### config.mk
export PLATFORM = sky130hd
export DESIGN_NAME = hps_link
export DESIGN_NICKNAME = d
export VERILOG_FILES = /design/src/source/hps_pkg.sv /design/src/source/hps_link.sv /design/src/source/file_transfer.sv /design/src/source/host_reply.sv /design/src/source/input_regs.sv /design/src/source/io_frame.sv
export SDC_FILE = /design/constraint.sdc
export NUM_CORES = 1
export LEC_CHECK = 0
export ABC_AREA = 1
export BUFFER_PORTS_ARGS = -buffer_cell sky130_fd_sc_hd__buf_2
export CELL_PAD_IN_SITES_DETAIL_PLACEMENT = 0
export CELL_PAD_IN_SITES_GLOBAL_PLACEMENT = 1
export CORE_ASPECT_RATIO = 1.4
export CORE_MARGIN = 1.5
export CORE_UTILIZATION = 39
export DETAILED_ROUTE_END_ITERATION = 6
export PLACE_DENSITY = 0.77
export REMOVE_ABC_BUFFERS = 1
export SLEW_MARGIN = 10
export SYNTH_ARGS = -nofsm -noshare
export SYNTH_HDL_FRONTEND = slang
export SYNTH_SLANG_ARGS = --single-unit
### constraint.sdc
create_clock -name clk_sys -period 3.1 [get_ports clk_sys]
set_input_delay 0.31 -clock clk_sys [delete_from_list [all_inputs] [get_ports clk_sys]]
set_output_delay 0.31 -clock clk_sys [all_outputs]
set_load 0.01 [all_outputs]
### src/source/hps_pkg.sv
// host bridge package: word widths, command enums, decoded word and core config types

package hps_pkg;

	//////////////////////////////////////////////////////////////////////
	// widths
	//////////////////////////////////////////////////////////////////////

	// host word, word index within a frame (saturates at all-ones)
	localparam int WORD_W   = 16;
	localparam int IDX_W    = 9;

	// joysticks and analog sticks share the count
	localparam int JOY_NUM  = 6;
	localparam int STATUS_W = 64;
	localparam int ADDR_W   = 27;

	//////////////////////////////////////////////////////////////////////
	// command codes
	//////////////////////////////////////////////////////////////////////

	// core channel, sent under io_enable
	typedef enum logic [WORD_W-1:0] {
		CMD_CFG        = 16'h0001,
		CMD_JOY0       = 16'h0002,
		CMD_JOY1       = 16'h0003,
		CMD_JOY2       = 16'h0010,
		CMD_JOY3       = 16'h0011,
		CMD_JOY4       = 16'h0012,
		CMD_JOY5       = 16'h0013,
		CMD_ANALOG     = 16'h001A,
		CMD_STATUS     = 16'h001E,
		CMD_STATUS_REQ = 16'h0029,
		CMD_MENUMASK   = 16'h002E,
		CMD_INFO       = 16'h0036
	} host_cmd_e;

	// file channel, sent under fp_enable
	typedef enum logic [WORD_W-1:0] {
		FIO_FILE_TX     = 16'h0053,
		FIO_FILE_TX_DAT = 16'h0054,
		FIO_FILE_INDEX  = 16'h0055,
		FIO_FILE_INFO   = 16'h0056
	} file_cmd_e;

	//////////////////////////////////////////////////////////////////////
	// shared types
	//////////////////////////////////////////////////////////////////////

	// one strobed host word, as seen by every consumer stage
	typedef struct packed {
		logic              valid;
		logic              file_chan;
		logic [IDX_W-1:0]  idx;
		logic [WORD_W-1:0] cmd;
		logic [WORD_W-1:0] data;
		logic              frame_end;
	} io_word_t;

	typedef logic [JOY_NUM-1:0][31:0] joy_array_t;

	// Y in [15:8], X in [7:0]
	typedef logic [JOY_NUM-1:0][15:0] analog_array_t;

	typedef struct packed {
		logic [1:0] buttons;
		logic       forced_scandoubler;
		logic       direct_video;
	} core_cfg_t;

endpackage
### src/source/hps_link.sv
// hps_link: host command bridge top, frame stage feeding the input, reply and file stages

`timescale 1ns/10ps

module hps_link (
	input  logic                         clk_sys,
	input  logic                         rst_n,
	// host word channel
	input  logic                         io_enable,
	input  logic                         fp_enable,
	input  logic                         io_strobe,
	input  logic [hps_pkg::WORD_W-1:0]   io_din,
	output logic [hps_pkg::WORD_W-1:0]   io_dout,
	// core inputs
	output logic [1:0]                   buttons,
	output logic                         forced_scandoubler,
	output logic                         direct_video,
	output hps_pkg::joy_array_t          joystick,
	output hps_pkg::analog_array_t       joystick_analog,
	output logic [hps_pkg::STATUS_W-1:0] status,
	// core requests
	input  logic [hps_pkg::STATUS_W-1:0] status_in,
	input  logic                         status_set,
	input  logic [hps_pkg::WORD_W-1:0]   status_menumask,
	input  logic                         info_req,
	input  logic [7:0]                   info,
	// download into core memory
	output logic                         ioctl_download,
	output logic [15:0]                  ioctl_index,
	output logic [31:0]                  ioctl_file_ext,
	output logic                         ioctl_wr,
	output logic [hps_pkg::ADDR_W-1:0]   ioctl_addr,
	output logic [7:0]                   ioctl_dout
);
	import hps_pkg::*;

	io_word_t  word;
	core_cfg_t cfg;

	assign buttons            = cfg.buttons;
	assign forced_scandoubler = cfg.forced_scandoubler;
	assign direct_video       = cfg.direct_video;

	io_frame u_frame (
		.clk_sys(clk_sys), .rst_n(rst_n),
		.io_enable(io_enable), .fp_enable(fp_enable),
		.io_strobe(io_strobe), .io_din(io_din),
		.word(word)
	);

	// three consumers read the same word in parallel
	input_regs u_input (
		.clk_sys(clk_sys), .rst_n(rst_n), .word(word),
		.cfg(cfg), .joystick(joystick),
		.joystick_analog(joystick_analog), .status(status)
	);

	host_reply u_reply (
		.clk_sys(clk_sys), .rst_n(rst_n), .word(word),
		.status_in(status_in), .status_set(status_set),
		.status_menumask(status_menumask),
		.info_req(info_req), .info(info), .io_dout(io_dout)
	);

	file_transfer u_file (
		.clk_sys(clk_sys), .rst_n(rst_n), .word(word),
		.ioctl_download(ioctl_download), .ioctl_index(ioctl_index),
		.ioctl_file_ext(ioctl_file_ext), .ioctl_wr(ioctl_wr),
		.ioctl_addr(ioctl_addr), .ioctl_dout(ioctl_dout)
	);

endmodule

### src/source/file_transfer.sv
// file_transfer: file index, extension and download byte writes into core memory

`timescale 1ns/10ps

module file_transfer (
	input  logic                       clk_sys,
	input  logic                       rst_n,
	input  hps_pkg::io_word_t          word,
	output logic                       ioctl_download,
	output logic [15:0]                ioctl_index,
	output logic [31:0]                ioctl_file_ext,
	output logic                       ioctl_wr,
	output logic [hps_pkg::ADDR_W-1:0] ioctl_addr,
	output logic [7:0]                 ioctl_dout
);
	import hps_pkg::*;

	logic              file_word;
	logic [ADDR_W-1:0] addr_q;

	// payload words of the file channel only
	assign file_word = word.valid & word.file_chan & (word.idx != '0);

	//////////////////////////////////////////////////////////////////////
	// file command sequencing
	//////////////////////////////////////////////////////////////////////

	always_ff @(posedge clk_sys) begin
		if (!rst_n) begin
			ioctl_download <= 1'b0;
			ioctl_index    <= '0;
			ioctl_file_ext <= '0;
			ioctl_wr       <= 1'b0;
			ioctl_addr     <= '0;
			ioctl_dout     <= '0;
			addr_q         <= '0;
		end else begin
			ioctl_wr <= 1'b0;

			if (file_word) begin
				case (word.cmd)
					// extension arrives high half first
					FIO_FILE_INFO: begin
						case (word.idx)
							IDX_W'(1): ioctl_file_ext[31:16] <= word.data;
							IDX_W'(2): ioctl_file_ext[15:0]  <= word.data;
							default: ;
						endcase
					end

					FIO_FILE_INDEX: begin
						if (word.idx == IDX_W'(1)) ioctl_index <= word.data;
					end

					FIO_FILE_TX: begin
						case (word.idx)
							IDX_W'(1): begin
								if (word.data != '0) begin
									ioctl_download <= 1'b1;
									addr_q         <= '0;
								end else begin
									// leave the end address for the core to read
									if (ioctl_download) ioctl_addr <= addr_q;
									ioctl_download <= 1'b0;
								end
							end
							// optional start address, low word then high bits
							IDX_W'(2): begin
								ioctl_addr[15:0] <= word.data;
								addr_q[15:0]     <= word.data;
							end
							IDX_W'(3): begin
								ioctl_addr[ADDR_W-1:16] <= word.data[ADDR_W-17:0];
								addr_q[ADDR_W-1:16]     <= word.data[ADDR_W-17:0];
							end
							default: ;
						endcase
					end

					// one byte per word, address advances after each write
					FIO_FILE_TX_DAT: begin
						if (ioctl_download) begin
							ioctl_addr <= addr_q;
							ioctl_dout <= word.data[7:0];
							ioctl_wr   <= 1'b1;
							addr_q     <= addr_q + 1'b1;
						end
					end

					default: ;
				endcase
			end
		end
	end

endmodule

### src/source/host_reply.sv
// host_reply: status-set and info request capture, and the reply word back to the host

`timescale 1ns/10ps

module host_reply (
	input  logic                         clk_sys,
	input  logic                         rst_n,
	input  hps_pkg::io_word_t            word,
	input  logic [hps_pkg::STATUS_W-1:0] status_in,
	input  logic                         status_set,
	input  logic [hps_pkg::WORD_W-1:0]   status_menumask,
	input  logic                         info_req,
	input  logic [7:0]                   info,
	output logic [hps_pkg::WORD_W-1:0]   io_dout
);
	import hps_pkg::*;

	logic                set_d1;
	logic                set_d2;
	logic                info_d1;
	logic                info_d2;
	logic [STATUS_W-1:0] status_d1;
	logic [7:0]          info_val_d1;
	logic [STATUS_W-1:0] status_req;
	logic [3:0]          req_cnt;
	logic [7:0]          info_q;
	logic                info_read;
	logic [WORD_W-1:0]   reply;

	// reading info on the command word consumes it
	assign info_read = word.valid & ~word.file_chan & (word.idx == '0) & (word.cmd == CMD_INFO);

	// core-side inputs, sampled once before edge detection
	always_ff @(posedge clk_sys) begin
		status_d1   <= status_in;
		info_val_d1 <= info;
	end

	//////////////////////////////////////////////////////////////////////
	// reply selection
	//////////////////////////////////////////////////////////////////////

	always_comb begin
		reply = '0;
		if (!word.file_chan) begin
			case (word.cmd)
				CMD_STATUS_REQ: begin
					case (word.idx)
						IDX_W'(0): reply = {8'h00, 4'hA, req_cnt};
						IDX_W'(1): reply = status_req[15:0];
						IDX_W'(2): reply = status_req[31:16];
						IDX_W'(3): reply = status_req[47:32];
						IDX_W'(4): reply = status_req[63:48];
						default: ;
					endcase
				end
				CMD_MENUMASK: if (word.idx == IDX_W'(1)) reply = status_menumask;
				CMD_INFO:     if (word.idx == IDX_W'(0)) reply = {8'h00, info_q};
				default: ;
			endcase
		end
	end

	always_ff @(posedge clk_sys) begin
		if (!rst_n) begin
			set_d1     <= 1'b0;
			set_d2     <= 1'b0;
			info_d1    <= 1'b0;
			info_d2    <= 1'b0;
			status_req <= '0;
			req_cnt    <= '0;
			info_q     <= '0;
			io_dout    <= '0;
		end else begin
			set_d1  <= status_set;
			set_d2  <= set_d1;
			info_d1 <= info_req;
			info_d2 <= info_d1;

			// counter wraps, host compares it with its own copy
			if (set_d1 && !set_d2) begin
				status_req <= status_d1;
				req_cnt    <= req_cnt + 1'b1;
			end

			if (info_read) info_q <= '0;
			// a new request wins over a read in the same cycle
			if (info_d1 && !info_d2) info_q <= info_val_d1;

			if (word.frame_end) begin
				io_dout <= '0;
			end else if (word.valid) begin
				io_dout <= reply;
			end
		end
	end

endmodule

### src/source/input_regs.sv
// input_regs: configuration, joystick, analog stick and status registers from core words

`timescale 1ns/10ps

module input_regs (
	input  logic                         clk_sys,
	input  logic                         rst_n,
	input  hps_pkg::io_word_t            word,
	output hps_pkg::core_cfg_t           cfg,
	output hps_pkg::joy_array_t          joystick,
	output hps_pkg::analog_array_t       joystick_analog,
	output logic [hps_pkg::STATUS_W-1:0] status
);
	import hps_pkg::*;

	logic       core_word;
	logic       joy_hit;
	logic [2:0] joy_sel;
	logic [3:0] stick_idx;

	// payload words of the core channel only
	assign core_word = word.valid & ~word.file_chan & (word.idx != '0);

	//////////////////////////////////////////////////////////////////////
	// joystick command to stick number
	//////////////////////////////////////////////////////////////////////

	always_comb begin
		joy_hit = 1'b1;
		joy_sel = 3'd0;
		case (word.cmd)
			CMD_JOY0: joy_sel = 3'd0;
			CMD_JOY1: joy_sel = 3'd1;
			CMD_JOY2: joy_sel = 3'd2;
			CMD_JOY3: joy_sel = 3'd3;
			CMD_JOY4: joy_sel = 3'd4;
			CMD_JOY5: joy_sel = 3'd5;
			default:  joy_hit = 1'b0;
		endcase
	end

	//////////////////////////////////////////////////////////////////////
	// register writes
	//////////////////////////////////////////////////////////////////////

	always_ff @(posedge clk_sys) begin
		if (!rst_n) begin
			cfg             <= '0;
			joystick        <= '0;
			joystick_analog <= '0;
			status          <= '0;
			stick_idx       <= '0;
		end else if (core_word) begin
			// word 1 is the low half, anything after it the high half
			if (joy_hit) begin
				if (word.idx == IDX_W'(1)) begin
					joystick[joy_sel][15:0] <= word.data;
				end else begin
					joystick[joy_sel][31:16] <= word.data;
				end
			end

			case (word.cmd)
				CMD_CFG: begin
					cfg <= '{
						buttons:            word.data[1:0],
						forced_scandoubler: word.data[4],
						direct_video:       word.data[10]
					};
				end

				// word 1 picks the stick, word 2 carries Y/X
				CMD_ANALOG: begin
					if (word.idx == IDX_W'(1)) begin
						stick_idx <= word.data[3:0];
					end else if (word.idx == IDX_W'(2) && stick_idx < JOY_NUM) begin
						joystick_analog[stick_idx[2:0]] <= word.data;
					end
				end

				// 64-bit status, low slice first
				CMD_STATUS: begin
					case (word.idx)
						IDX_W'(1): status[15:0]  <= word.data;
						IDX_W'(2): status[31:16] <= word.data;
						IDX_W'(3): status[47:32] <= word.data;
						IDX_W'(4): status[63:48] <= word.data;
						default: ;
					endcase
				end

				default: ;
			endcase
		end
	end

endmodule

### src/source/io_frame.sv
// io_frame: registers strobed host words and tracks command and word index per frame

`timescale 1ns/10ps

module io_frame (
	input  logic                       clk_sys,
	input  logic                       rst_n,
	input  logic                       io_enable,
	input  logic                       fp_enable,
	input  logic                       io_strobe,
	input  logic [hps_pkg::WORD_W-1:0] io_din,
	output hps_pkg::io_word_t          word
);
	import hps_pkg::*;

	logic              enable;
	logic              enable_q;
	logic [IDX_W-1:0]  idx_cnt;
	logic              valid_q;
	logic              end_q;
	logic              file_q;
	logic [IDX_W-1:0]  idx_q;
	logic [WORD_W-1:0] cmd_q;
	logic [WORD_W-1:0] data_q;

	// the host never raises both enables at once
	assign enable = io_enable | fp_enable;

	//////////////////////////////////////////////////////////////////////
	// frame control
	//////////////////////////////////////////////////////////////////////

	always_ff @(posedge clk_sys) begin
		if (!rst_n) begin
			enable_q <= 1'b0;
			valid_q  <= 1'b0;
			end_q    <= 1'b0;
			idx_cnt  <= '0;
		end else begin
			enable_q <= enable;
			valid_q  <= enable & io_strobe;
			// one pulse after the enable is first seen low
			end_q    <= enable_q & ~enable;

			if (!enable) begin
				idx_cnt <= '0;
			end else if (io_strobe && !(&idx_cnt)) begin
				// index sticks at all-ones on very long frames
				idx_cnt <= idx_cnt + 1'b1;
			end
		end
	end

	//////////////////////////////////////////////////////////////////////
	// word capture
	//////////////////////////////////////////////////////////////////////

	always_ff @(posedge clk_sys) begin
		if (enable && io_strobe) begin
			file_q <= fp_enable;
			idx_q  <= idx_cnt;
			data_q <= io_din;
			// first word of a frame is the command, kept until the next frame
			if (idx_cnt == '0) begin
				cmd_q <= io_din;
			end
		end
	end

	assign word = '{
		valid:     valid_q,
		file_chan: file_q,
		idx:       idx_q,
		cmd:       cmd_q,
		data:      data_q,
		frame_end: end_q
	};

endmodule

==> flow_summary_export.csv <==
group,metric,value,unit
worst_setup_path,path_cells,"nor2_1 > nand2_1 > nor2_2 > nand2_2 > inv_2 > nand3_4 > nor2_4 > buf_4 > nor2_1 > nor2_1",
timing,timing.final.crit_share,87.1,%
place,placed_cells,4775,
floorplan,die_h,312,um
synth,ys_warn_count,0,
floorplan,placementRows,113,
drt,routedWlPerCell,18.8,um
timing,slew_headroom,36.8,%
clock_tree,ctsResizeCount,0,
power_and_ir_drop,p_leak,14.6,nW
worst_setup_path,max_stage_delay,0.53,ns
place,hpwl,63100,um
place,globalplace.congestion,0.856,
job,cap_viol_max_count,0,
drt,drc,0,
timing,rsz0062_at_grt,"false",
layout,drive_gt1_share,20.1,%
clock_tree,cts_tree,"done",
grt,grt_pass1_vias,22800,
drt,first_iter_violations,1617,
floorplan,dieArea,69900,um^2
worst_setup_path,crit_arrival,3.26,ns
power_and_ir_drop,vdd_ir_drop_max,0.000520,V
timing,setup_tns,0,ns
clock_tree,clk_pin_slew,0.07,ns
timing,finalSetupViolCount,0,
timing,final_max_slew_viol_count,0,
clock_tree,postCtsSetupBuffers,0,
layout,finalNetCount,4201,
timing,clock.fmax,0.370,GHz
drt,viasPerCell,4.91,
outcome,outcome,"finished, final reports clean",
power_and_ir_drop,powerDensity,560,nW/um^2
clock_tree,root_buffer,"clkbuf_16",
layout,area_growth,26.3,%
clock_tree,htree_levels,3,
floorplan,die_w,224,um
drt,drt-total-wl,94200,um
floorplan,initial_core_util,39.4,%
timing,worst_pin_slew,0.948,ns
clock_tree,cts.sinks,694,
clock_tree,clk-insertion-delay-late,0.63,ns
timing,hold_viol,0,
synth,ys_seq_area_share,53.7,%
worst_hold_path,hold_class,"primary input to flip-flop",
drt,first_pass_iters,6,
grt,grt_usage,26.3,%
worst_setup_path,crit_fanout,28,
power_and_ir_drop,total_power,18.9,mW
synth,syn-cell-area,26700,um^2
synth,syn_inst,3480,
timing,timing.final.ws_setup,0.401,ns
worst_setup_path,start_kind,"flip-flop",
floorplan,core-area,67700,um^2
timing,clock_skew,0.0270,ns
synth,ys_seq_elements,694,
place,io_buffer_count,567,
timing,fin_crit,2.70,ns
worst_setup_path,cpMostUsedCell,"nor2_1",
worst_setup_path,cp-end-kind,"flip-flop",
place,pre_cts_ws,0.440,ns
grt,grt_pass1_wl,141000,um
grt,antenna_found_initial,10,
worst_setup_path,slowest_stage,"nor2_4",
grt,grt_max_degree,137,
grt,grt-ovfl-total,0,
drt,vias,24600,
worst_setup_path,path_class,"flip-flop to flip-flop",
clock_tree,cts_buffers,70,
drt,ant_nets,0,
floorplan,num_io_pins,568,
synth,syn_avg_cell_area,7.66,um^2
worst_setup_path,cp.required,3.66,ns
synth,ys_types,41,
layout,post-route-util,49.7,%
layout,stdcell_count,5007,
clock_tree,cts_buffer_depth,3,
per-stage QoR:
step	cell area [um^2]	hold slack, ns
3_5_place_dp	30300	0.412
3_3_place_gp	30300	0.413
2_1_floorplan	25600	0.338
4_1_cts	33600	0.00544
6_report	33700	0.0578
5_1_grt	33600	0.0660
where the power goes:
| part | total (mW) | internal, mW | switching [mW] |
|---|---|---|---|
| sequential | 9.24 | 9.17 | 0.0751 |
| combinational | 0.988 | 0.294 | 0.694 |
| clock | 8.62 | 4.92 | 3.71 |
| total | 18.9 | 14.4 | 4.48 |
layer usage:
metal  GRT usage, %  vias up  wire [um]
met3           4.32      192       4990
met2           44.6      714      45600
met5              0        -         80
met4           12.3       12       4020
met1           32.7    11200      39500
li1               -    12500          -
cells in the mapped netlist:
master | number | area share (%)
nand2_1 | 772 | 11
dfxtp_1 | 652 | 49
nor2_1 | 597 | 8.4
a21oi_1 | 331 | 6.2
o21ai_0 | 254 | 4.8
inv_1 | 206 | 2.9
nand3_1 | 190 | 3.6
clkbuf_1 | 133 | 1.9
buf_2 | 52 | 0.98
edfxtp_1 | 42 | 4.7
a211oi_1 | 40 | 1.1
nand4_1 | 26 | 0.61
nor3_1 | 24 | 0.45
buf_4 | 22 | 0.62
o211ai_1 | 18 | 0.51
buf_1 | 15 | 0.21
o21ai_1 | 14 | 0.26
nand2_2 | 13 | 0.31
nor2_4 | 10 | 0.42
inv_2 | 9 | 0.13
nor2_2 | 8 | 0.19
o22ai_1 | 8 | 0.19
xor2_1 | 7 | 0.23
ha_1 | 5 | 0.23
buf_6 | 4 | 0.17
and2_1 | 3 | 0.070
nand3_4 | 3 | 0.20
nor3_4 | 3 | 0.18
nor4_1 | 3 | 0.070
clkinv_1 | 2 | 0.028
nor3_2 | 2 | 0.075
nor3b_1 | 2 | 0.056
or2_2 | 2 | 0.047
a211oi_2 | 1 | 0.047
a31oi_1 | 1 | 0.023
and3_1 | 1 | 0.023
nand3_2 | 1 | 0.038
nand3b_1 | 1 | 0.028
nand3b_4 | 1 | 0.075
nand4_2 | 1 | 0.047
nor3b_2 | 1 | 0.047
timing repair:
action	4_1_cts	5_1_grt
endpoints found under the setup margin	0	0
hold buffers	100	0
hold endpoints to repair	132	0
registers in the layout, indices dropped and copies added, names as in the netlist, 4 cells and up:
signal                   count
u_reply.status_d1           64
u_reply.io_dout             16
u_file.ioctl_addr           27
u_file.ioctl_index          16
u_frame.data_q              16
u_input.stick_idx            4
u_reply.info_val_d1          8
u_input.joystick           192
u_reply.info_q               8
u_file.addr_q               27
u_reply.req_cnt              4
u_input.status              64
u_frame.cmd_q               16
u_reply.status_req          64
u_frame.idx_cnt              9
u_input.joystick_analog     96
u_input.cfg                  4
u_frame.idx_q                9
u_file.ioctl_dout            8
u_file.ioctl_file_ext       32
cells by family after synthesis:
family / count (synthesis) / share of synthesized area (%)
compound gates: 667 / 13.1
xor+xnor: 7 / 0.230
fa+ha+maj: 5 / 0.235
buf+inv: 443 / 6.91
flops: 694 / 53.7
simple gates: 1664 / 25.8
placed cells by master (no fill, tap or decap), drive strengths merged:
master	count
nand2	785
nand3b	2
xor2	7
a21oi	331
o211ai	18
buf	659
nor4	3
ha	5
diode	5
clkinvlp	5
dlygate4sd3	100
inv	221
nand3	194
a31oi	1
clkinv	13
nor3	29
nand4	27
o22ai	8
or2	2
dfxtp	652
a211oi	41
o21ai	268
edfxtp	42
clkbuf	103
nor2	615
and3	1
nor3b	3
bufinv	2
and2	3
cell type report:
class | count | area, um^2
Fill cell | 6781 | 34100
Sequential cell | 694 | 14300
Multi-Input combinational cell | 2343 | 10500
Timing Repair Buffer | 759 | 4580
Clock buffer | 103 | 2110
Tap cell | 862 | 1080
Inverter | 217 | 820
Clock inverter | 24 | 215
Antenna cell | 5 | 12.5
path summary, 6_finish.rpt:
check / endpoint / slack (ns) / start / cells after the start
setup / recovery: u_input.joystick[132] / 0.40 / u_frame.idx_q[5] / 10
hold / removal: u_reply.io_dout[12] / 0.06 / status_menumask[12] / 5
setup reg to reg: u_input.joystick[132] / 0.40 / u_frame.idx_q[5] / 10
hold reg to reg: u_frame.end_q / 0.42 / u_frame.enable_q / 2
worst max-delay path: cells and delay by family, from the launching register on:
kind / cells / cell delay (ns)
AND/OR/NAND/NOR: 8 / 1.73
buffers and inverters: 2 / 0.50
flip-flops: 1 / 0.37
Note: power is estimated with default switching activity, not from simulation.
